### src/awg_ctrl_pkg.sv
package awg_ctrl_pkg;

  // controller states, also visible in the status register
  typedef enum logic [1:0] {
    st_idle  = 2'd0,
    // buffer accepts stream words
    st_load  = 2'd1,
    // buffer holds a good waveform
    st_ready = 2'd2,
    // burst in progress
    st_play  = 2'd3
  } ctrl_state_t;

  // opcodes written to the command register
  typedef enum logic [1:0] {
    op_none  = 2'd0,
    op_load  = 2'd1,
    op_start = 2'd2,
    op_stop  = 2'd3
  } cmd_op_t;

endpackage

### src/awg_cfg_pkg.sv
package awg_cfg_pkg;

  // wishbone classic slave geometry
  // word addressed, one register per address
  localparam int wb_addr_w = 3;
  localparam int wb_data_w = 32;

  // register word addresses

  // write only, bits [1:0] carry the command opcode
  localparam logic [wb_addr_w-1:0] reg_cmd_addr    = 3'd0;

  // index of the last sample of the waveform
  localparam logic [wb_addr_w-1:0] reg_depth_addr  = 3'd1;

  // number of waveform repetitions per burst, 16 bits
  localparam logic [wb_addr_w-1:0] reg_burst_addr  = 3'd2;

  // trigger mode, bits [1:0]
  localparam logic [wb_addr_w-1:0] reg_trig_addr   = 3'd3;

  // read only, state in [1:0] and sticky load error in [2]
  localparam logic [wb_addr_w-1:0] reg_status_addr = 3'd4;

  // trigger output behavior during a burst
  // the unused encoding 2'd3 behaves like trig_off
  typedef enum logic [1:0] {
    trig_off         = 2'd0,
    // pulse with sample 0 of every repetition
    trig_each_rep    = 2'd1,
    // pulse with the first sample of the burst only
    trig_burst_start = 2'd2
  } trig_mode_t;

endpackage
### src/awg_regs.sv
module awg_regs import awg_cfg_pkg::*, awg_ctrl_pkg::*; #(
  parameter int depth = 256,
  localparam int addr_w = $clog2(depth)
) (
  input  logic                 dma_clk,
  input  logic                 arst_n,

  input  logic                 wb_cyc,
  input  logic                 wb_stb,
  input  logic                 wb_we,
  input  logic [wb_addr_w-1:0] wb_adr,
  input  logic [wb_data_w-1:0] wb_dat_w,
  output logic [wb_data_w-1:0] wb_dat_r,
  output logic                 wb_ack,

  output logic                 cmd_valid,
  output cmd_op_t              cmd_op,

  output logic [addr_w-1:0]    depth_last,
  output logic [15:0]          burst_len,
  output trig_mode_t           trig_mode,

  input  ctrl_state_t          state,
  input  logic                 load_error
);

  logic req;
  logic wr_req;
  logic rd_req;

  // a new request while the ack is out would be the same cycle seen twice
  assign req    = wb_cyc & wb_stb & ~wb_ack;
  assign wr_req = req & wb_we;
  assign rd_req = req & ~wb_we;

  always_ff @(posedge dma_clk or negedge arst_n) begin
    if (!arst_n) begin
      wb_ack     <= 1'b0;
      cmd_valid  <= 1'b0;
      cmd_op     <= op_none;
      depth_last <= '1;
      burst_len  <= 16'd1;
      trig_mode  <= trig_off;
    end else begin
      wb_ack    <= req;
      // command pulse comes out together with the ack
      cmd_valid <= wr_req && (wb_adr == reg_cmd_addr);
      if (wr_req) begin
        case (wb_adr)
          reg_cmd_addr:   cmd_op     <= cmd_op_t'(wb_dat_w[1:0]);
          reg_depth_addr: depth_last <= wb_dat_w[addr_w-1:0];
          reg_burst_addr: burst_len  <= wb_dat_w[15:0];
          reg_trig_addr:  trig_mode  <= trig_mode_t'(wb_dat_w[1:0]);
          default: ;
        endcase
      end
    end
  end

  // read data is registered so that it lines up with wb_ack
  always_ff @(posedge dma_clk) begin
    if (rd_req) begin
      case (wb_adr)
        reg_depth_addr:  wb_dat_r <= wb_data_w'(depth_last);
        reg_burst_addr:  wb_dat_r <= wb_data_w'(burst_len);
        reg_trig_addr:   wb_dat_r <= wb_data_w'(trig_mode);
        reg_status_addr: wb_dat_r <= wb_data_w'({load_error, state});
        // command register reads as zero
        default:         wb_dat_r <= '0;
      endcase
    end
  end

endmodule

### config.mk
export PLATFORM = sky130hd
export DESIGN_NAME = awg_regs
export DESIGN_NICKNAME = d
export VERILOG_FILES = /design/src/awg_ctrl_pkg.sv /design/src/awg_cfg_pkg.sv /design/src/awg_regs.sv
export SDC_FILE = /design/constraint.sdc
export NUM_CORES = 1
export LEC_CHECK = 0
export ABC_CLOCK_PERIOD_IN_PS = 1900
export BUFFER_PORTS_ARGS = -buffer_cell sky130_fd_sc_hd__buf_2
export CAP_MARGIN = 20
export CORE_MARGIN = 2
export CORE_UTILIZATION = 40
export DETAILED_ROUTE_END_ITERATION = 12
export PLACE_DENSITY = 0.77
export RECOVER_POWER = 25
export SYNTH_ARGS = -nofsm -noshare
export SYNTH_HDL_FRONTEND = slang
export SYNTH_SLANG_ARGS = --single-unit
### constraint.sdc
create_clock -name dma_clk -period 1.9 [get_ports dma_clk]
set_input_delay 0.095 -clock dma_clk [delete_from_list [all_inputs] [get_ports dma_clk]]
set_output_delay 0.095 -clock dma_clk [all_outputs]
set_load 0.1 [all_outputs]
== Word-level counts from Yosys, hierarchy flattened ==
Index checks and enable logic that the tools add are counted.

* Bitwise operators: 6
* Equality and inequality tests: 4
* Mux-type cells: 1
* Reductions and logical operators: 6

{| class="wikitable"
|+ Operators by type and width
! cell !! number
|-
| $pmux 16 s4 || 1
|-
| $reduce_and 2->1 || 4
|-
| $eq 3x2->1 const B || 2
|-
| $and 1x1->1 || 4
|-
| $eq 3x1->1 const B || 1
|-
| $eq 3x3->1 const B || 1
|-
| $logic_not 3->1 || 1
|-
| $not 1->1 || 2
|-
| $logic_and 1x1->1 || 1
|}

* Input bits: 43
* Flip-flop bits (word level): 62

== Logic depth before layout (Yosys ltp) ==
* Depth in word-level cells: 4
* Depth in mapped cells: 5
* Depth with buffers taken out: 3

== Worst setup path after synthesis ==
Ideal clock, no wire load.

* Path type: register to register
* Start point: register wb_ack
* End point: register wb_dat_r[0], enable pin
* Stages on the path, launching flop included: 2
* Slack: -0.574 ns
* Clock period less this slack: 2.474 ns
* Arrival: 2.065 ns
* Cell sequence: dfrtp_1 -> nor3_1

* Cells in the longest elaborated chain, start to end: 3

{| class="wikitable"
|+ RTL lines
! what !! RTL line !! source
|-
| from (decl) || awg_regs.sv:14 || <nowiki>output logic wb_ack,</nowiki>
|-
| from (signal assigned) || awg_regs.sv:45 || <nowiki>wb_ack <= req;</nowiki>
|-
| $not 1->1 || awg_regs.sv:32 || <nowiki>assign req = wb_cyc & wb_stb & ~wb_ack;</nowiki>
|-
| $and 1x1->1 || awg_regs.sv:32 ||
|-
| $and 1x1->1 || awg_regs.sv:34 || <nowiki>assign rd_req = req & ~wb_we;</nowiki>
|-
| named net rd_req || awg_regs.sv:29 || <nowiki>logic rd_req;</nowiki>
|-
| to (signal assigned) || awg_regs.sv:64 || <nowiki>reg_depth_addr: wb_dat_r <= wb_data_w'(depth_last);</nowiki>
|-
| to (signal assigned) || awg_regs.sv:65 || <nowiki>reg_burst_addr: wb_dat_r <= wb_data_w'(burst_len);</nowiki>
|-
| to (signal assigned) || awg_regs.sv:66 || <nowiki>reg_trig_addr: wb_dat_r <= wb_data_w'(trig_mode);</nowiki>
|-
| to (decl) || awg_regs.sv:13 || <nowiki>output logic [wb_data_w-1:0] wb_dat_r,</nowiki>
|}

The timed path passes the listed nets, and every way through them passes these cells.
A chain may end at the register's enable or synchronous reset.

== Final worst setup path ==
* Start point: register wb_ack
* End point: register burst_len[10]

* Cells in the longest elaborated chain, start to end: 4

{| class="wikitable"
|+ RTL lines
! what !! RTL line !! source
|-
| $not 1->1 || awg_regs.sv:32 ||
|-
| $and 1x1->1 || awg_regs.sv:32 ||
|-
| $and 1x1->1 || awg_regs.sv:33 || <nowiki>assign wr_req = req & wb_we;</nowiki>
|-
| $reduce_and 2->1 (no line) || -- ||
|-
| to (signal assigned) || awg_regs.sv:52 || <nowiki>reg_burst_addr: burst_len <= wb_dat_w[15:0];</nowiki>
|-
| to (decl) || awg_regs.sv:20 || <nowiki>output logic [15:0] burst_len,</nowiki>
|}

Every way passes these cells.

==> impl_metrics.py <==
metrics = {
    "outcome": {
        "status": "finished clean",
    },
    "grt": {
        "grt_start_max_net_pins": 31,
        "grt_use_total": 0.150,
        "antenna_found_initial": 0,
        "grt.overflow.total": 0,
        "grt_pass1_wl_mm": 6.05,
        "grt_pass1_vias": 1249,
    },
    "floorplanning": {
        "die_w_um": 74.8,
        "start_util": 0.419,
        "ios": 105,
        "coreArea_sq_um": 4790,
        "dieArea_sq_um": 5600,
        "rows": 25,
        "dieHeight_um": 74.8,
    },
    "sta": {
        "fin_crit_sh": 0.823,
        "fmax_mhz": 640,
        "tns_ns": 0,
        "rsz0062_at_grt": "false",
        "fin_ws_ns": 0.337,
        "finalCriticalPeriod_ns": 1.56,
        "hold_viol_final": 0,
        "relSlewSlack": 0.500,
        "clock_skew_ns": 0.00544,
        "tightest_slew_ns": 0.750,
        "whs_ns": 0.0226,
        "slew_viol_final": 0,
        "setup_viol": 0,
    },
    "routing": {
        "wl_per_cell_um": 14.5,
        "via_per_inst": 4.65,
        "drt_iter0_markers": 58,
        "wl_mm": 4.11,
        "vias": 1316,
        "drtAntennaViolNets": 0,
        "drt_first_pass_iters": 4,
        "route.detailed.drc": 0,
    },
    "synth": {
        "synth_seq_cells": 46,
        "synth_top_area_cell": "dfrtp_1",
        "synth.avg_cell_area_sq_um": 15.1,
        "synthCells": 133,
        "synth_area_sq_um": 2010,
        "synth_cell_type_count": 25,
        "synthTopCellsByArea": "dfrtp_1, edfxtp_1, mux2_2",
        "seq_area_frac_synth": 0.619,
        "yosysTopAreaCellShare": 0.262,
        "synth_warnings": 0,
    },
    "critical_path": {
        "cp-end-kind": "flop",
        "cp-endpoint": "burst_len[10]$_DFFE_PN0P_",
        "r2r_start": "wb_ack$_DFF_PN0_",
        "regToRegSetupSlack_ns": 0.34,
        "required_ns": 2.08,
        "worstSetupPathType": "flop to flop",
        "path_max_fanout": 10,
        "crit_start": "wb_ack$_DFF_PN0_",
        "start_kind": "flop",
        "r2r-end": "burst_len[10]$_DFFE_PN0P_",
        "critPathArrivalTime_ns": 1.74,
        "worst-r2r-cell-count": 4,
    },
    "clock_network": {
        "postCtsHoldBufs": 1,
        "cts_sinks": 46,
        "root_buffer": "clkbuf_8",
        "h-tree-depth": 2,
        "post_cts_buffers": 0,
        "cts_tree": "built",
        "clk_latency_ns": 0.29,
        "cts_resized": 0,
        "clockBufferDepth": 2,
        "clkSlewWorstSetupHoldPaths_ns": 0.08,
        "cts_buffers": 5,
    },
    "pwr": {
        "pwr-share-comb": 0.424,
        "powerDensity_nw_per_um2": 1290,
        "power_mw": 3.23,
        "p_leak_nw": 1.21,
        "power.share.clock": 0.186,
        "pwr-share-seq": 0.389,
        "p_sw_frac": 0.483,
        "p_switching_mw": 1.56,
        "p_int_mw": 1.67,
        "irDropWorstVdd_v": 0.000620,
    },
    "placement": {
        "hpwl_mm": 3.15,
        "place_ws_ns": 0.329,
        "portBuffers": 72,
        "gp_congestion": 0.780,
    },
    "final_layout": {
        "antenna_cells": 0,
        "area_growth_pct": 25.2,
        "final_cell_mix": "buf_2, mux2_2, dfrtp_1, conb_1, edfxtp_1",
        "nFillCells": 414,
        "final_nets": 258,
        "layout-drive-gt1-share": 0.588,
        "final_common_cell": "buf_2",
    },
    "worst_hold_path": {
        "hp-class": "input port to flop",
    },
    "flow_run": {
        "max_cap_violations": 0,
    },
}
## cell usage after synthesis
cell type / count
a22o_1: 5
a22oi_1: 4
a31oi_1: 1
and2_1: 8
and3b_1: 2
buf_4: 18
buf_6: 1
clkbuf_1: 1
conb_1: 1
dfrtp_1: 21
dfstp_2: 9
edfxtp_1: 16
inv_1: 1
inv_2: 2
mux2_1: 2
mux2_2: 26
nand2_1: 4
nand4b_4: 1
nor2_1: 1
nor3_1: 1
nor3b_1: 3
nor4_1: 1
nor4_4: 2
o21ai_0: 1
or4_4: 1
## layout make-up
| type | count | area (sq um) | area share |
|---|---|---|---|
| inverter | 3 | 11.3 | 0.00448 |
| multi-input combinational | 79 | 663 | 0.264 |
| clock inverter | 1 | 5.00 | 0.00199 |
| tap | 67 | 83.8 | 0.0334 |
| clock buffer | 7 | 86.3 | 0.0344 |
| sequential | 46 | 1240 | 0.495 |
| timing repair buffer | 80 | 418 | 0.166 |
## registers in the layout (all words and copies together), names as in the netlist
register	cells
burst_len	16
cmd_op	2
cmd_valid	1
depth_last	8
trig_mode	2
wb_ack	1
wb_dat_r	16
## critical path: stages, from the launching register on
cell and delay [ns]:
dfrtp_2 0.43, nand4b_4 0.23, nor4_4 0.19, buf_4 0.24, mux2_2 0.35
## kinds of logic after synthesis
group / count (synthesis) / share of synthesized area
buf+inv: 23 / 0.0805
compound gates: 11 / 0.0424
flops: 46 / 0.619
simple gates: 24 / 0.0986
other cells: 1 / 0.00187
mux: 28 / 0.157
## metal layers
metal | up-vias | track usage | wire length (um)
met3 | 10 | 0.0522 | 294
met4 | 0 | 0.0774 | 119
met1 | 637 | 0.179 | 1660
li1 | 608 | - | -
met2 | 61 | 0.240 | 2040
met5 | - | 0 | 0
## how the worst min path moves through the flow
stage | to | depth (start not counted) | from | slack (ns)
2_1_floorplan | burst_len[10]$_DFFE_PN0P_ | 0 | arst_n | -0.20
3_3_place_gp | burst_len[10]$_DFFE_PN0P_ | 1 | arst_n | 0.16
3_5_place_dp | burst_len[10]$_DFFE_PN0P_ | 1 | arst_n | 0.17
4_1_cts | burst_len[14]$_DFFE_PN0P_ | 2 | wb_dat_w[14] | 0.01
5_1_grt | burst_len[14]$_DFFE_PN0P_ | 2 | wb_dat_w[14] | 0.02
6_report | burst_len[14]$_DFFE_PN0P_ | 2 | wb_dat_w[14] | 0.02
## power groups by stage
stage / Clock (mW) / Sequential (mW) / Combinational (mW)
after global routing: 0.669 / 1.28 / 1.41
after global placement: 0 / 1.27 / 1.37
after floorplan: 0 / 2.16 / 0.307
final: 0.602 / 1.26 / 1.37
after detailed placement: 0 / 1.28 / 1.38
after CTS: 0.625 / 1.26 / 1.38
## through the flow
stage	instances	cell area, sq um	utilization
finish	283	2510	0.525
global route	283	2510	0.525
CTS	283	2520	0.526
detailed placement	274	2410	0.505
global placement	274	2410	0.505
floorplan	148	2070	-
No activity file was read; power rests on OpenSTA's default activity.
