### src/awg_cfg_pkg.sv
package awg_cfg_pkg;

  // wishbone classic slave geometry
  // word addressed, one register per address
  localparam int wb_addr_w = 3;
  localparam int wb_data_w = 32;

  // register word addresses

  // write only, bits [1:0] carry the command opcode
  localparam logic [wb_addr_w-1:0] reg_cmd_addr    = 3'd0;

  // index of the last sample of the waveform
  localparam logic [wb_addr_w-1:0] reg_depth_addr  = 3'd1;

  // number of waveform repetitions per burst, 16 bits
  localparam logic [wb_addr_w-1:0] reg_burst_addr  = 3'd2;

  // trigger mode, bits [1:0]
  localparam logic [wb_addr_w-1:0] reg_trig_addr   = 3'd3;

  // read only, state in [1:0] and sticky load error in [2]
  localparam logic [wb_addr_w-1:0] reg_status_addr = 3'd4;

  // trigger output behavior during a burst
  // the unused encoding 2'd3 behaves like trig_off
  typedef enum logic [1:0] {
    trig_off         = 2'd0,
    // pulse with sample 0 of every repetition
    trig_each_rep    = 2'd1,
    // pulse with the first sample of the burst only
    trig_burst_start = 2'd2
  } trig_mode_t;

endpackage
### src/awg_ctrl_if.sv
interface awg_ctrl_if;

  // strobes from the controller, each one cycle wide
  logic load_en;
  logic play_start;
  logic play_stop;

  // load result from the buffer, one cycle pulses
  logic load_done;
  logic load_bad;

  // end of burst from playback
  logic play_done;

  modport ctrl (
    output load_en,
    output play_start,
    output play_stop,
    input  load_done,
    input  load_bad,
    input  play_done
  );

  // play_stop also aborts a load in progress
  modport buffer (
    input  load_en,
    input  play_stop,
    output load_done,
    output load_bad
  );

  modport playback (
    input  play_start,
    input  play_stop,
    output play_done
  );

endinterface

### src/awg_playback.sv
module awg_playback import awg_cfg_pkg::*; #(
  parameter int depth = 256,
  parameter int sample_width = 16,
  localparam int addr_w = $clog2(depth)
) (
  input  logic                    dma_clk,
  input  logic                    arst_n,

  input  logic [addr_w-1:0]       depth_last,
  input  logic [15:0]             burst_len,
  input  trig_mode_t              trig_mode,

  output logic [addr_w-1:0]       rd_addr,
  input  logic [sample_width-1:0] rd_data,

  output logic [sample_width-1:0] dac_data,
  output logic                    dac_valid,
  output logic                    dac_trigger,

  awg_ctrl_if.playback            bus
);

  logic              run_q;
  logic [addr_w-1:0] addr_q;
  logic [addr_w-1:0] last_q;
  logic [15:0]       rep_q;
  logic [15:0]       burst_q;
  trig_mode_t        mode_q;

  logic              abort;
  logic              zero_start;
  logic              fetch;
  logic [addr_w-1:0] last_sel;
  logic [15:0]       rep_sel;
  logic [15:0]       burst_sel;
  trig_mode_t        mode_sel;
  logic              end_rep;
  logic              end_burst;
  logic              fetch_trig;

  // stage between the memory read and the output register
  logic              s1_vld;
  logic              s1_trig;
  logic              s1_done;
  logic              out_done;

  assign abort      = bus.play_start | bus.play_stop;
  assign zero_start = bus.play_start & (burst_len == 16'd0);

  // on a start the first fetch uses the live registers, later ones the latched copy
  always_comb begin
    if (bus.play_start) begin
      fetch     = (burst_len != 16'd0);
      rd_addr   = '0;
      last_sel  = depth_last;
      rep_sel   = 16'd0;
      burst_sel = burst_len;
      mode_sel  = trig_mode;
    end else begin
      fetch     = run_q & ~bus.play_stop;
      rd_addr   = addr_q;
      last_sel  = last_q;
      rep_sel   = rep_q;
      burst_sel = burst_q;
      mode_sel  = mode_q;
    end
  end

  assign end_rep    = (rd_addr == last_sel);
  assign end_burst  = end_rep && (rep_sel == burst_sel - 16'd1);
  assign fetch_trig = fetch && (rd_addr == '0) &&
                      ((mode_sel == trig_each_rep) ||
                       ((mode_sel == trig_burst_start) && (rep_sel == 16'd0)));

  always_ff @(posedge dma_clk or negedge arst_n) begin
    if (!arst_n) begin
      run_q   <= 1'b0;
      addr_q  <= '0;
      rep_q   <= '0;
      last_q  <= '0;
      burst_q <= '0;
      mode_q  <= trig_off;
    end else begin
      if (bus.play_start) begin
        last_q  <= depth_last;
        burst_q <= burst_len;
        mode_q  <= trig_mode;
      end
      if (fetch) begin
        run_q <= ~end_burst;
        if (end_rep) begin
          addr_q <= '0;
          rep_q  <= rep_sel + 16'd1;
        end else begin
          addr_q <= rd_addr + addr_w'(1);
          rep_q  <= rep_sel;
        end
      end else if (abort) begin
        run_q <= 1'b0;
      end
    end
  end

  // samples already in flight from an aborted burst are dropped here
  always_ff @(posedge dma_clk or negedge arst_n) begin
    if (!arst_n) begin
      s1_vld        <= 1'b0;
      s1_trig       <= 1'b0;
      s1_done       <= 1'b0;
      dac_valid     <= 1'b0;
      dac_trigger   <= 1'b0;
      out_done      <= 1'b0;
      bus.play_done <= 1'b0;
    end else begin
      s1_vld        <= fetch;
      s1_trig       <= fetch_trig;
      s1_done       <= (fetch & end_burst) | zero_start;
      dac_valid     <= s1_vld & ~abort;
      dac_trigger   <= s1_trig & ~abort;
      out_done      <= s1_done & ~abort;
      // one cycle after the last sample left the output register
      bus.play_done <= out_done & ~abort;
    end
  end

  always_ff @(posedge dma_clk) begin
    if (s1_vld) begin
      dac_data <= rd_data;
    end
  end

endmodule

### src/flat_wrapper.sv
// flat-port wrapper written by rule: the top's interface ports become plain ports
module awg_playback_flat import awg_cfg_pkg::*;
#(
  parameter int depth = 256,
  parameter int sample_width = 16,
  localparam int addr_w = $clog2(depth)
)
  (dma_clk, arst_n, depth_last, burst_len, trig_mode, rd_addr, rd_data, dac_data, dac_valid, dac_trigger, bus_play_start, bus_play_stop, bus_play_done);
  awg_ctrl_if bus_i ();
  input  logic dma_clk;
  input  logic arst_n;
  input  logic [addr_w-1:0] depth_last;
  input  logic [15:0] burst_len;
  input  trig_mode_t trig_mode;
  output logic [addr_w-1:0] rd_addr;
  input  logic [sample_width-1:0] rd_data;
  output logic [sample_width-1:0] dac_data;
  output logic dac_valid;
  output logic dac_trigger;
  input wire logic [$bits(bus_i.play_start)-1:0] bus_play_start;
  input wire logic [$bits(bus_i.play_stop)-1:0] bus_play_stop;
  output wire logic [$bits(bus_i.play_done)-1:0] bus_play_done;
  assign bus_i.play_start = bus_play_start;
  assign bus_i.play_stop = bus_play_stop;
  assign bus_play_done = bus_i.play_done;
  awg_playback #(.depth(depth), .sample_width(sample_width)) u_core (.dma_clk(dma_clk), .arst_n(arst_n), .depth_last(depth_last), .burst_len(burst_len), .trig_mode(trig_mode), .rd_addr(rd_addr), .rd_data(rd_data), .dac_data(dac_data), .dac_valid(dac_valid), .dac_trigger(dac_trigger), .bus(bus_i));
endmodule
### config.mk
export PLATFORM = sky130hd
export DESIGN_NAME = awg_playback_flat
export DESIGN_NICKNAME = d
export VERILOG_FILES = /design/src/awg_cfg_pkg.sv /design/src/awg_ctrl_if.sv /design/src/awg_playback.sv /design/src/flat_wrapper.sv
export SDC_FILE = /design/constraint.sdc
export NUM_CORES = 1
export LEC_CHECK = 0
export ABC_AREA = 1
export BUFFER_PORTS_ARGS = -buffer_cell sky130_fd_sc_hd__buf_2
export CELL_PAD_IN_SITES_DETAIL_PLACEMENT = 0
export CELL_PAD_IN_SITES_GLOBAL_PLACEMENT = 1
export CORE_ASPECT_RATIO = 0.5
export CORE_MARGIN = 2
export CORE_UTILIZATION = 44
export CTS_CLUSTER_DIAMETER = 40
export DETAILED_ROUTE_END_ITERATION = 6
export PLACE_DENSITY = 0.92
export SLEW_MARGIN = 20
export SYNTH_ARGS = -nofsm -noshare
export SYNTH_HDL_FRONTEND = slang
export SYNTH_SLANG_ARGS = --single-unit
### constraint.sdc
create_clock -name dma_clk -period 3.93 [get_ports dma_clk]
set_clock_uncertainty 0.2 [all_clocks]
set_input_delay 0.5895 -clock dma_clk [delete_from_list [all_inputs] [get_ports dma_clk]]
set_output_delay 0.5895 -clock dma_clk [all_outputs]
set_load 0.05 [all_outputs]
Yosys cells after proc, flatten, opt, wreduce, memory -nomap -nowiden:

Index checks and enable logic that the tools add are counted.

* reductions and logical operators: 10
* mux-type cells: 10
* bitwise gates (word level): 12
* $add $sub $neg: 3
* equal/unequal tests: 4

Operators with widths (count)
* 16-bit 2-to-1 mux: 3
* 16-bit logical NOT: 2
* 8-bit 2-to-1 mux: 3
* 16-bit by 1-bit adder with 16-bit output (second input constant): 1
* 16-bit equality test: 1
* 16-bit nonzero test: 1
* 16-bit by 1-bit subtractor with 16-bit output (second input constant): 1
* 8-bit by 1-bit adder with 8-bit output (second input constant): 1
* 8-bit equality test: 1
* 8-bit logical NOT: 1
* 1-bit bitwise AND: 7
* 1-bit logical AND: 4
* 1-bit 2-to-1 mux: 3
* 1-bit NOT: 3
* 2-bit by 1-bit equality test with 1-bit output (second input constant): 1
* 2-bit equality test (second input constant): 1
* 2-bit 2-to-1 mux: 1
* 1-bit OR: 2
* 2-bit nonzero test: 1
* 1-bit logical OR: 1

* output and inout port bits: 27
* register bits: 74

Logic depth before layout (Yosys ltp):

* word-level depth: 6
* gate-level depth with buffers: 20

Worst setup path after synthesis:

OpenSTA, ideal clock, no wires.

* kind: input-to-reg
* start point: in bus_play_start
* end point: reg u_core.rep_q[13]
* required time: 3.607 ns
* setup slack: 1.144 ns
* arrival: 2.463 ns
* stages on the path: 10
* path buffers: 1
* cells stage by stage: buf_6 > nor2_1 > xor2_1 > nor2_2 > nand2_2 > inv_2 > nand3_1 > nor2_1 > nand3_1 > xor2_1

* word-level cells in the longest chain between the ends: 3
* elaborated cells on any way between the ends: 7
* classes of those cells: add/sub (1); eq/ne (1); mux (5)

RTL lines
* start, declared: RTL line flat_wrapper.sv:20 `input wire logic [$bits(bus_i.play_start)-1:0] bus_play_start;`
* 8-bit 2-to-1 mux: RTL line awg_playback.sv:52 `if (bus.play_start) begin`
* named net rd_addr[7]: RTL line flat_wrapper.sv:15 `output logic [addr_w-1:0] rd_addr;`
* 8-bit equality test: RTL line awg_playback.sv:69 `assign end_rep = (rd_addr == last_sel);`
* 16-bit 2-to-1 mux: RTL line awg_playback.sv:91 `if (end_rep) begin`
* end signal, assigned: RTL line awg_playback.sv:93 `rep_q <= rep_sel + 16'd1;`
* end signal, assigned: RTL line awg_playback.sv:96 `rep_q <= rep_sel;`
* end, declared: RTL line awg_playback.sv:26 `logic [15:0] rep_q;`

The timed path passes the listed nets, and every way through them passes these cells.
A chain may end at the register's enable or synchronous reset.

Worst setup path in the final report:

* start point: in bus_play_start
* end point: reg u_core.run_q

* word-level cells in the longest chain between the ends: 6
* elaborated cells on any way between the ends: 13
* classes of those cells: add/sub (1); eq/ne (2); mux (6); bitwise (2); reduce/logical (2)

RTL lines
* 16-bit 2-to-1 mux
* 16-bit by 1-bit subtractor with 16-bit output: RTL line awg_playback.sv:70 `assign end_burst = end_rep && (rep_sel == burst_sel - 16'd1);`
* 16-bit equality test: RTL line awg_playback.sv:70
* 1-bit logical AND: RTL line awg_playback.sv:70
* 1-bit NOT: RTL line awg_playback.sv:90 `run_q <= ~end_burst;`
* 1-bit 2-to-1 mux: RTL line awg_playback.sv:89 `if (fetch) begin`
* end signal, assigned: RTL line awg_playback.sv:90
* end, declared: RTL line awg_playback.sv:23 `logic run_q;`

Parallel ways exist; a longest one is shown, timed or not.

==> flow_summary.json <==
{
  "outcome": "finished clean",
  "ys_types": 35,
  "power-per-cell-area_nw_per_um2": 404,
  "grt_pass1_vias": 3492,
  "diodes": 0,
  "antenna_found_initial": 0,
  "drt_pass1_iterations": 5,
  "synth.most_common_cell": "nand2_1",
  "finalSetupViolations": 0,
  "cts_tree": "yes",
  "synth_cells": 561,
  "synth_top_cell_area_share_pct": 33.8,
  "period_needed_ps": 2880,
  "post_cts_buffers": 0,
  "synth_area_leader_cell": "dfrtp_1",
  "placedCellCount": 759,
  "crit_fanout": 40,
  "start_kind": "primary input",
  "via_count": 3732,
  "worst_hold_path_type": "in2async",
  "rsz0062_at_grt": "no",
  "worst_slew_pin_slew_ps": 964,
  "ant_nets": 0,
  "syn_area_per_cell_um2": 7.67,
  "fin_setup_tns_ps": 0,
  "clock-sinks": 74,
  "grt_pass1_wl_mm": 17.0,
  "synthToLayoutAreaGrowth_pct": 18.3,
  "detail_route.iter0.violations": 241,
  "core_um2": 9480,
  "synth_warnings": 0,
  "ys_ff_latch": 74,
  "wl_per_cell_um": 13.3,
  "post_cts_resized": 0,
  "cts_root_buffer": "clkbuf_16",
  "yosys-top-cells-count": "179 x nand2_1, 68 x inv_1, 58 x dfrtp_1",
  "async_flop_share_pct": 78.4,
  "hold_buffers": 0,
  "start_util_pct": 45.4,
  "place_congestion": 0.842,
  "fp.dieW_um": 144,
  "worstPathArrival_ps": 2920,
  "syn_area_um2": 4300,
  "htree_levels": 3,
  "slew_headroom_pct": 35.7,
  "hold_viol_final": 0,
  "cp-end-kind": "register",
  "viasPerCell": 4.82,
  "min_period_over_period_pct": 73.3,
  "slowest_delay_ps": 350,
  "drive_gt1_share_pct": 20.6,
  "ys_seq_area_share_pct": 44.9,
  "portBuffers": 72,
  "dieHeight_um": 73.9,
  "clockBufferDepth": 2,
  "netlist_top_cells_area": "dfrtp_1 34%, nand2_1 16%, edfxtp_1 11%",
  "hold_ws_ps": 204,
  "critical_path_buf_inv_count": 3,
  "fin_cells": 775,
  "synth_flop_cell": "dfrtp_1",
  "critPathRequiredTime_ps": 3970,
  "dieArea_um2": 10600,
  "grt_overflow": 0,
  "grt_max_degree": 44,
  "timing.fmax_mhz": 347,
  "grt_util_all_layers_pct": 21.0,
  "cpMostUsedCell": "nand3_1",
  "drc": 0,
  "ios": 73,
  "cts_inserted_buffers": 9,
  "drv_cap": 0,
  "place.detailed.hpwl_mm": 7.80,
  "rows": 25,
  "routed_wl_mm": 10.3,
  "cp_cell_sequence": "buf_2, inv_4, nand2_1, nand2_2, ha_1, nand3_1, nor2_1, nand2_1, nand3_1, nand3_1, nor2_1, nand3_1, nor2_1, nand3_1, nand2_1, inv_1",
  "critical_path.top_delay_family": "simple AND/OR/NAND/NOR gates",
  "clk_pin_slew_worst_paths_ps": 60,
  "syn_nets": 612,
  "fin_total_pwr_mw": 2.06,
  "path_class": "in2reg",
  "clock_latency_ps": 340,
  "synth_edf_count": 16,
  "peakVddDrop_mv": 0.185,
  "critPathSlowestCell": "inv_4",
  "final_nets": 686,
  "leakage_nw": 2.56,
  "drv_slew": 0
}
-- metal layers --
layer | vias up | routed length (um) | GRT usage, %
met5 | - | 0 | 0
met4 | 0 | 71 | 5.88
met3 | 6 | 661 | 6.06
met2 | 105 | 4330 | 32.1
met1 | 1700 | 5210 | 29.4
li1 | 1921 | - | -
-- placed cells by master (no fill, tap or decap), types with 2 or more instances in the layout --
cell        count
buf_2          72
nor2_1         40
nand4_1         9
ha_1            5
and2_1          5
nand2_1       179
o21ai_1        11
o22ai_1         3
xor2_1         21
nand3b_1        2
edfxtp_1       16
dfrtp_1        58
nor2_2         10
xnor2_1         7
nor4_1          6
clkinvlp_4      2
or2_2           3
nor3_1          9
o21ai_0        18
bufinv_16       2
nand3_1        46
clkbuf_16       9
inv_1          68
nand3_2         3
inv_2           3
nand2_2        15
buf_4           6
inv_6           2
-- logic make-up (layout without fill, tap and decap cells) --
group / count (synthesis) / after routing / synth area share (%)
AO/OA/AOI/OAI: 36 / 36 / 4.45
XOR/XNOR: 28 / 28 / 5.70
adder cells (fa/ha/maj): 5 / 5 / 1.45
buffers and inverters: 87 / 166 / 9.02
flip-flops: 74 / 74 / 44.9
AND/OR/NAND/NOR: 331 / 331 / 34.4
-- where the power goes --
group          switching, mW  internal, mW
combinational          0.217        0.0910
clock                  0.335         0.561
sequential            0.0204         0.831
-- final cells by class --
cell class                 count  area [um2]
sequential                    74        1930
multi-input combinational    400        1980
inverter                      72         273
fill                         912        4390
clock inverter                 7         101
timing repair buffer          78         405
clock buffer                   9         225
tap                          135         169
-- state kept, by name, summed over array words and instances, names as in the netlist --
name,count
u_core.addr_q,8
u_core.burst_q,16
u_core.bus.play_done,1
u_core.dac_data,16
u_core.dac_trigger,1
u_core.dac_valid,1
u_core.last_q,8
u_core.mode_q,2
u_core.out_done,1
u_core.rep_q,16
u_core.run_q,1
u_core.s1_done,1
u_core.s1_trig,1
u_core.s1_vld,1
-- worst paths after layout --
check / slack [ps] / startpoint / depth (start not counted) / to
worst max-delay path: 1050 / bus_play_start / 16 / u_core.run_q$_DFFE_PN0P_
worst min-delay path: 200 / arst_n / 1 / u_core.last_q[5]$_DFF_PN0_
max in group asynchronous: 2530 / arst_n / 2 / u_core.burst_q[11]$_DFF_PN0_
worst max register to register: 1380 / u_core.burst_q[0]$_DFF_PN0_ / 13 / u_core.run_q$_DFFE_PN0P_
min in group dma_clk: 220 / rd_data[4] / 1 / u_core.dac_data[4]$_DFFE_PP_
worst min register to register: 270 / u_core.out_done$_DFF_PN0_ / 2 / u_core.bus.play_done$_DFF_PN0_
-- worst register-to-register path, delay by kind of cell (launching register included) --
| kind | cells | cell delay, ps |
|---|---|---|
| and+or+nand+nor | 10 | 1300 |
| AOI/OAI and AO/OA | 1 | 250 |
| DFF | 1 | 410 |
| adders and majority gates | 1 | 270 |
| buffers and inverters | 1 | 40 |
-- per-stage QoR --
step	cell area, um2	setup slack, ps	utilization, %
6_report	5090	1050	53.7
5_1_grt	5090	811	53.7
4_1_cts	5090	1040	53.7
3_5_place_dp	4760	724	50.2
3_3_place_gp	4760	762	50.2
2_1_floorplan	4300	1140	-
(Power assumes the default switching activity.)
