## src/awg_ctrl_pkg.sv

```systemverilog
package awg_ctrl_pkg;

  // controller states, also visible in the status register
  typedef enum logic [1:0] {
    st_idle  = 2'd0,
    // buffer accepts stream words
    st_load  = 2'd1,
    // buffer holds a good waveform
    st_ready = 2'd2,
    // burst in progress
    st_play  = 2'd3
  } ctrl_state_t;

  // opcodes written to the command register
  typedef enum logic [1:0] {
    op_none  = 2'd0,
    op_load  = 2'd1,
    op_start = 2'd2,
    op_stop  = 2'd3
  } cmd_op_t;

endpackage

```

## src/awg_ctrl_if.sv

```systemverilog
interface awg_ctrl_if;

  // strobes from the controller, each one cycle wide
  logic load_en;
  logic play_start;
  logic play_stop;

  // load result from the buffer, one cycle pulses
  logic load_done;
  logic load_bad;

  // end of burst from playback
  logic play_done;

  modport ctrl (
    output load_en,
    output play_start,
    output play_stop,
    input  load_done,
    input  load_bad,
    input  play_done
  );

  // play_stop also aborts a load in progress
  modport buffer (
    input  load_en,
    input  play_stop,
    output load_done,
    output load_bad
  );

  modport playback (
    input  play_start,
    input  play_stop,
    output play_done
  );

endinterface

```

## src/awg_ctrl.sv

```systemverilog
module awg_ctrl import awg_ctrl_pkg::*; (
  input  logic        dma_clk,
  input  logic        arst_n,

  input  logic        cmd_valid,
  input  cmd_op_t     cmd_op,

  output ctrl_state_t state,
  output logic        load_error,

  awg_ctrl_if.ctrl    ctl
);

  logic can_start;

  // a start is only meaningful once the buffer holds a good waveform
  assign can_start = (state == st_ready) || (state == st_play);

  always_ff @(posedge dma_clk or negedge arst_n) begin
    if (!arst_n) begin
      state          <= st_idle;
      load_error     <= 1'b0;
      ctl.load_en    <= 1'b0;
      ctl.play_start <= 1'b0;
      ctl.play_stop  <= 1'b0;
    end else begin
      ctl.load_en    <= 1'b0;
      ctl.play_start <= 1'b0;
      ctl.play_stop  <= 1'b0;

      // datapath events first
      case (state)
        st_load: begin
          if (ctl.load_done) begin
            state <= st_ready;
          end else if (ctl.load_bad) begin
            state      <= st_idle;
            load_error <= 1'b1;
          end
        end
        st_play: begin
          // a done from the burst being restarted must not end the new one
          if (ctl.play_done && !ctl.play_start) begin
            state <= st_ready;
          end
        end
        default: ;
      endcase

      // host commands override any event in the same cycle
      if (cmd_valid) begin
        case (cmd_op)
          op_load: begin
            state          <= st_load;
            load_error     <= 1'b0;
            ctl.load_en    <= 1'b1;
            // playback must not read while the buffer is rewritten
            ctl.play_stop  <= 1'b1;
          end
          op_start: begin
            if (can_start) begin
              state          <= st_play;
              ctl.play_start <= 1'b1;
            end
          end
          op_stop: begin
            state         <= st_idle;
            ctl.play_stop <= 1'b1;
          end
          default: ;
        endcase
      end
    end
  end

endmodule

```

## src/flat_wrapper.sv

```systemverilog
// flat-port wrapper written by rule: the top's interface ports become plain ports
module awg_ctrl_flat import awg_ctrl_pkg::*;
  (dma_clk, arst_n, cmd_valid, cmd_op, state, load_error, ctl_load_en, ctl_play_start, ctl_play_stop, ctl_load_done, ctl_load_bad, ctl_play_done);
  awg_ctrl_if ctl_i ();
  input  logic dma_clk;
  input  logic arst_n;
  input  logic cmd_valid;
  input  cmd_op_t cmd_op;
  output ctrl_state_t state;
  output logic load_error;
  output wire logic [$bits(ctl_i.load_en)-1:0] ctl_load_en;
  output wire logic [$bits(ctl_i.play_start)-1:0] ctl_play_start;
  output wire logic [$bits(ctl_i.play_stop)-1:0] ctl_play_stop;
  input wire logic [$bits(ctl_i.load_done)-1:0] ctl_load_done;
  input wire logic [$bits(ctl_i.load_bad)-1:0] ctl_load_bad;
  input wire logic [$bits(ctl_i.play_done)-1:0] ctl_play_done;
  assign ctl_load_en = ctl_i.load_en;
  assign ctl_play_start = ctl_i.play_start;
  assign ctl_play_stop = ctl_i.play_stop;
  assign ctl_i.load_done = ctl_load_done;
  assign ctl_i.load_bad = ctl_load_bad;
  assign ctl_i.play_done = ctl_play_done;
  awg_ctrl u_core (.dma_clk(dma_clk), .arst_n(arst_n), .cmd_valid(cmd_valid), .cmd_op(cmd_op), .state(state), .load_error(load_error), .ctl(ctl_i));
endmodule
```

## config.mk

```make
export PLATFORM = sky130hd
export DESIGN_NAME = awg_ctrl_flat
export DESIGN_NICKNAME = d
export VERILOG_FILES = /design/src/awg_ctrl_pkg.sv /design/src/awg_ctrl_if.sv /design/src/awg_ctrl.sv /design/src/flat_wrapper.sv
export SDC_FILE = /design/constraint.sdc
export NUM_CORES = 1
export LEC_CHECK = 0
export BUFFER_PORTS_ARGS = -buffer_cell sky130_fd_sc_hd__buf_2
export CORE_AREA = 2 2 39 41
export CTS_BUF_LIST = sky130_fd_sc_hd__clkbuf_2
export DETAILED_ROUTE_END_ITERATION = 8
export DIE_AREA = 0 0 41 43
export PLACE_DENSITY_LB_ADDON = 0.25
export SYNTH_ARGS = -nofsm -noshare
export SYNTH_HDL_FRONTEND = slang
export SYNTH_SLANG_ARGS = --single-unit
```

## constraint.sdc

```tcl
create_clock -name dma_clk -period 2.5 [get_ports dma_clk]
set_input_delay 0.25 -clock dma_clk [delete_from_list [all_inputs] [get_ports dma_clk]]
set_output_delay 0.25 -clock dma_clk [all_outputs]
set_load 0.005 [all_outputs]
```

After elaboration in Yosys (flattened, before gate mapping)
Index checks and enable logic that the tools add are counted.
{"block": "word_totals", "register_bits": 6, "in_bits": 8}
{"block": "classes", "n_eq_ne": 6, "muxes": 19, "n_reduce_logical": 4}
{"operator": "$mux W1", "count": 12}
{"operator": "$mux W2", "count": 5}
{"operator": "$eq A2 B2 Y1 const B", "count": 4}
{"operator": "$pmux W2 S3", "count": 1}
{"operator": "$eq A2 B1 Y1 const B", "count": 2}
{"operator": "$pmux W2 S2", "count": 1}
{"operator": "$reduce_or A2 Y1", "count": 1}
{"operator": "$logic_and A1 B1 Y1", "count": 1}
{"operator": "$logic_not A1 Y1", "count": 1}
{"operator": "$logic_or A1 B1 Y1", "count": 1}

Longest topological paths before layout
Gate-level depths: netlist of run 1.
{"block": "logic_depth", "word_depth": 7, "depth_mapped": 3, "mapped_depth_nobuf": 3}

Worst setup path after synthesis of run 1
Ideal clock, no wire load.
{"block": "synth_path", "path_kind": "register to register", "startpoint": "register u_core.state[1]", "endpoint": "register u_core.state[0]", "setup_time_ns": 0.082, "arrival_time_ns": 0.899, "required_ns": 2.418, "path_slack_ns": 1.519, "stages_incl_launch_ff": 4, "path_buffers": 0, "period_less_slack_ns": 0.981, "path_cell_list": "dfrtp_1 -> nor4b_2 -> o21bai_1 -> a31oi_1"}
{"block": "synth_between", "elab_chain_len": 5, "word_cells_on_any_way": 8, "cone_classes": "eq/ne: 3; mux: 4; reduce/logical: 1"}
{"element": "start, declared", "line_no": "awg_ctrl.sv:8", "source": "output ctrl_state_t state,"}
{"element": "start signal, assigned", "line_no": "awg_ctrl.sv:21", "source": "state <= st_idle;"}
{"element": "start signal, assigned", "line_no": "awg_ctrl.sv:35", "source": "state <= st_ready;"}
{"element": "start signal, assigned", "line_no": "awg_ctrl.sv:37", "source": "state <= st_idle;"}
{"element": "$eq A2 B2 Y1 (tied with other cells)", "line_no": "awg_ctrl.sv:17, awg_ctrl.sv:32"}
{"element": "$pmux W2 S2 / $logic_or A1 B1 Y1 (equally long branches)", "line_no": "awg_ctrl.sv:32, awg_ctrl.sv:17"}
{"element": "$mux W2", "line_no": "awg_ctrl.sv:61", "source": "if (can_start) begin"}
{"element": "$pmux W2 S3", "line_no": "awg_ctrl.sv:52", "source": "case (cmd_op)"}
{"element": "$mux W2 (*)", "line_no": "awg_ctrl.sv:51", "source": "if (cmd_valid) begin"}
Every way passes the cells marked *; elsewhere a longest branch is shown, timed or not.

Final worst setup path of run 1
{"block": "layout_path", "startpoint": "register u_core.state[1]", "endpoint": "output port state[1]"}
{"element": "end, declared", "line_no": "flat_wrapper.sv:9", "source": "output ctrl_state_t state;"}
No word-level cell between the ends.

==> results of run 1 <==
-- sequential cells by signal (all words and copies together) (netlist names) --
signal                 cells
u_core.ctl.load_en         1
u_core.ctl.play_stop       1
u_core.load_error          1
u_core.state               2
u_core.ctl.play_start      1
-- worst register-to-register path: stages, from the launching register on --
cell and delay [ps]:
dfrtp_1 450, nor4b_2 290, o21bai_1 100, a31oi_1 160
-- synth_stat cells --
master	number
o21a_1	1
and2_1	1
o21bai_1	1
and4b_1	1
dfrtp_1	6
nor2_1	3
nand2b_1	1
nor4b_2	1
nor2b_1	1
a21oi_1	1
a31oi_1	2
a311oi_1	1
-- layout make-up --
type | instances | area share [%]
tap | 16 | 5.614
clock buffer | 3 | 4.211
multi-input combinational | 14 | 27.02
sequential | 6 | 42.11
timing repair buffer | 14 | 21.05
-- how the worst max path moves through the flow --
| stage | from | end | slack, ps | cells past startpoint |
|---|---|---|---|---|
| after global placement | u_core.state[1] | u_core.state[0] | 1480 | 3 |
| final | u_core.state[1] | state[1] | 1410 | 1 |
| after floorplan | u_core.state[1] | u_core.state[0] | 1520 | 3 |
| after CTS | u_core.state[1] | state[1] | 1390 | 1 |
| after detailed placement | u_core.state[1] | u_core.state[0] | 1430 | 3 |
| after global routing | u_core.state[1] | state[1] | 1380 | 1 |
-- cells by family (layout without fill, tap and decap cells) --
logic type	count (synthesis)	count (layout)	synth area share (%)
flip-flops	6	6	60.91
AO/OA/AOI/OAI	6	6	16.75
AND/OR/NAND/NOR	8	8	22.34
buffers and inverters	0	17	0
-- metal layers --
layer | GRT usage (%) | wire length, µm | vias to the layer above
met2 | 10.00 | 292 | 10
met1 | 10.16 | 251 | 108
li1 | - | - | 110
met4 | 8.000 | 0 | 0
met5 | 0 | 0 | -
met3 | 3.141 | 39 | 0
-- where the power goes --
group          internal (W)  switching (W)
Clock             0.0000325      0.0000346
Sequential         0.000107      0.0000102
Combinational     0.0000210      0.0000177
Total              0.000161      0.0000625
-- metrics by stage --
step	utilization [%]	worst slack (ps)
2_1_floorplan	-	1519
3_3_place_gp	23.96	1481
3_5_place_dp	23.96	1432
4_1_cts	25.77	1394
5_1_grt	25.77	1375
6_report	25.77	1406
==> impl_metrics.ini, run 1 <==
[global_routing]
grt.total_usage_pct = 8.182
grt_antenna_before_repair = 0
first_global_vias = 208
grt-ovfl-total = 0
grt_pass1_wl_um = 903
grt_max_degree = 8

[sta]
setup_viol = 0
finalCritPeriodShare_pct = 43.76
slew_headroom_pct = 82.39
worst_slew_pin_slew_ps = 263.4
whs_ps = 247.7
clock-skew-final_ps = 3.852
rsz0062_at_grt = false
finalSetupTns_ps = 0
period_needed_ps = 1094
fmax_mhz = 914.0
hold_violations = 0
slew_viol_final = 0

[worst_setup_path]
critPathMaxStageDelay_ps = 470
critPathMaxFanout = 7
required_ps = 2250
critPathKind = reg -> out
critPathArrivalTime_ps = 840
r2r_end = u_core.state[0]
rr_worst_depth = 3
path_delay_family = flip-flops
timing.rr.start = u_core.state[1]
cp.buffers_inverters = 1
path_cells = buf_2
cp-end-kind = output port
start_kind = flip-flop
cp_slowest_cell = dfrtp_1
r2r_slack_ps = 1430

[floorplan]
num_io_pins = 14
die-height_um = 43
rows = 14
core_area_mm2 = 0.001384
die_area_mm2 = 0.001763
die_w_um = 41
start_util_pct = 17.81

[clock_tree]
clk_pin_slew_worst_paths_ps = 60
clock-root-buffer = clkbuf_2
cts.sink_count = 6
cts_resized = 0
cts_hold_buf = 1
clockBufferDepth = 2
htree_num_levels = 1
clk_latency_ps = 220
postCtsSetupBuffers = 0
cts_tree = yes
numCtsBuffers = 3

[synthesis]
synth.ff_latch_count = 6
yosysWarningCount = 0
syn-cell-area_um2 = 246.5
synth.area.top_cells = dfrtp_1 (61%), nor4b_2 (6.1%), a31oi_1 (5.1%)
synth_fp_nets = 28
synth_cell_type_count = 12
seq_area_frac_synth_pct = 60.91
netlist_instances = 20
yosysTopAreaCell = dfrtp_1
synth_top_area_share_pct = 60.91
synth.avg_cell_area_um2 = 12.32

[drt]
route.vias.total = 228
wl_per_cell_um = 11.00
first_iter_violations = 5
ant_nets = 0
drc = 0
totalWireLength_um = 583
via_per_inst = 4.302
drtPass1Iterations = 4

[finish]
n_antenna_cell = 0
multi_input_area_um2 = 96.34
fillers = 153
fin_area_um2 = 356.6
stdcell_count = 53
register_area_um2 = 150.1
syn_to_final_growth_pct = 44.67
final_cell_mix = buf_2 (13), dfrtp_1 (6), nor2_1 (3), clkbuf_2 (3), a31oi_1 (2)
layout_commonest_cell = buf_2
drive_gt1_share_pct = 45.95
final_nets = 47

[power_and_ir_drop]
p_leak_nw = 0.1856
power_w = 0.0002234
ir_worst_vdd_mv = 0.1364
p_per_area_mw_per_mm2 = 626.5

[min_path]
hold_path_end = u_core.ctl.load_en
min_path_cells = 2
hold_class = in -> reg
hp-start = cmd_op[1]

[placed_design]
placedCellCount = 49
place_area_um2 = 331.6
io_buffers = 13
globalplace.congestion = 0.7218

[run]
cap_violations = 0

[run_status]
status = finished clean
Power figures use the tool's default switching activity.
==> run 2: changes to the inputs <==
Clock period 2.5 ns to 0.9 ns, I/O delays scaled along.
==> run 2 against run 1 <==
Compared with the run above:
- the run now ends with negative setup slack left
- sequential cell count stayed put
- routed wire length up 13%
- hold slack worse by 170 ps
- die area is the same
- clock-buffer cell count is the same
- via count rose by 5.3%
- final area up 13%
- utilization up 3.4 points
- sequential share of layout area down 5.0 points
- total power rose to 3.1 times the previous value
- critical path depth is 1 higher
- clock skew about the same
- largest cell class unchanged
- highest routed layer unchanged
==> impl_metrics.ini, run 2 (synthesized netlist as in run 1, its figures left out) <==
[run_status]
status = finished with violations
violations = negative setup slack

[worst_setup_path]
cp.buffers_inverters = 2
rr_worst_depth = 3
startpoint = u_core.state[1]
r2r_slack_ps = -100
cp_slowest_cell = dfrtp_1
timing.rr.start = u_core.state[1]
critPathArrivalTime_ps = 930
path_depth = 2
start_kind = flip-flop
crit_end = state[1]
critPathMaxStageDelay_ps = 410
critPathMaxFanout = 6
path_delay_family = flip-flops
path_cells = buf_4, buf_2
required_ps = 810
r2r_end = u_core.state[0]
cp-end-kind = output port
critPathKind = reg -> out

[placed_design]
io_buffers = 13
globalplace.congestion = 0.8020
dp_hpwl_um = 479.6
place_area_um2 = 354.1
placedCellCount = 52

[sta]
finalCritPeriodShare_pct = 113.5
slew_headroom_pct = 83.27
slew_viol_final = 0
rsz0062_at_grt = true
worst_slack_ps = -121.5
hold_violations = 0
fmax_mhz = 979.0
worst_slew_pin_slew_ps = 249.9
setup_viol = 4
clock-skew-final_ps = 4.019
period_needed_ps = 1021

[finish]
drive_gt1_share_pct = 52.50
register_area_um2 = 150.1
fin_area_um2 = 404.1
final_nets = 50
stdcell_count = 56
n_antenna_cell = 0
largest_reg_flops = 2
top_register = u_core.state
fillers = 155
syn_to_final_growth_pct = 63.96
multi_input_area_um2 = 111.4
final_cell_mix = buf_2 (12), dfrtp_1 (6), nor2_1 (3), clkbuf_2 (3)
layout_commonest_cell = buf_2

[floorplan]
die_area_mm2 = 0.001763
rows = 14
die-height_um = 43
core_area_mm2 = 0.001384
start_util_pct = 17.81
num_io_pins = 14
die_w_um = 41

[drt]
route.vias.total = 240
wl_per_cell_um = 11.71
drc = 0
via_per_inst = 4.286
totalWireLength_um = 656
drtPass1Iterations = 4
ant_nets = 0
first_iter_violations = 3

[clock_tree]
clk_pin_slew_worst_paths_ps = 70
clockBufferDepth = 2
htree_num_levels = 1
cts.sink_count = 6
numCtsBuffers = 3
postCtsSetupBuffers = 0
clock-root-buffer = clkbuf_2
cts_tree = yes
clk_latency_ps = 230

[min_path]
hold_class = in -> reg

[power_and_ir_drop]
p_leak_nw = 0.2088
seqPwrFrac_pct = 46.1
swShare_pct = 29.90
ir_worst_vdd_mv = 0.4636
switchingPower_w = 0.0002069
pwr-share-comb_pct = 24.5
p_clk_share_pct = 29.4
p_per_area_mw_per_mm2 = 1712
cellInternalPower_w = 0.0004850

[global_routing]
grt-ovfl-total = 0
grt_busiest_layer = met2
grt_max_degree = 7
grt_antenna_before_repair = 0
grt_pass1_wl_um = 1035
first_global_vias = 233
grt.total_usage_pct = 9.384
grt_use_met2_pct = 12.81
met3_usage_pct = 3.141
use_met1_pct = 10.13

[run]
cap_violations = 0
run 2: power by group through the flow:
stage | sequential, W | clock (W) | combinational [W]
detailed placement | 0.000319 | 0 | 0.000143
finish | 0.000319 | 0.000203 | 0.000170
floorplan | 0.000330 | 0 | 0.0000409
global placement | 0.000318 | 0 | 0.000142
global route | 0.000322 | 0.000218 | 0.000187
CTS | 0.000315 | 0.000210 | 0.000158
run 2: worst min path at each step:
stage | cells past startpoint | startpoint | to
2_1_floorplan | 0 | arst_n | u_core.ctl.load_en
3_3_place_gp | 1 | arst_n | u_core.ctl.play_stop
3_5_place_dp | 1 | arst_n | u_core.ctl.play_stop
4_1_cts | 2 | cmd_op[1] | u_core.ctl.load_en
5_1_grt | 2 | cmd_valid | u_core.state[0]
6_report | 2 | cmd_op[1] | u_core.ctl.load_en
run 2: metal layers:
layer / up-vias / share of wire (%)
li1: 114 / -
met1: 116 / 42
met2: 10 / 52
met3: 0 / 5.3
met4: 0 / 0
met5: - / 0
run 2: layout make-up:
class | count | share of cell area (%)
sequential | 6 | 37.15
tap | 16 | 4.954
multi-input combinational | 14 | 27.55
timing repair buffer | 17 | 26.63
clock buffer | 3 | 3.715
run 2: per-stage QoR:
stage | setup slack [ps] | total power, W | setup TNS, ps | utilization (%) | hold WS, ps
CTS | -101.8 | 0.0006827 | -264.5 | 28.12 | 61.72
finish | -121.5 | 0.0006919 | -287.0 | 29.20 | 78.07
global placement | -73.37 | 0.0004605 | -73.37 | 25.59 | -78.87
detailed placement | -89.52 | 0.0004622 | -89.52 | 25.59 | -75.73
global route | -154.5 | 0.0007271 | -495.8 | 29.20 | 71.32
floorplan | -81.27 | 0.0003706 | -81.27 | - | -205.6
run 2: what timing repair did:
action / in CTS / in global routing
pin swaps: 0 / 1
resized for setup: 2 / 2
hold endpoints to repair: 6 / 0
setup endpoints to repair: 3 / 4
hold buffers: 1 / 0
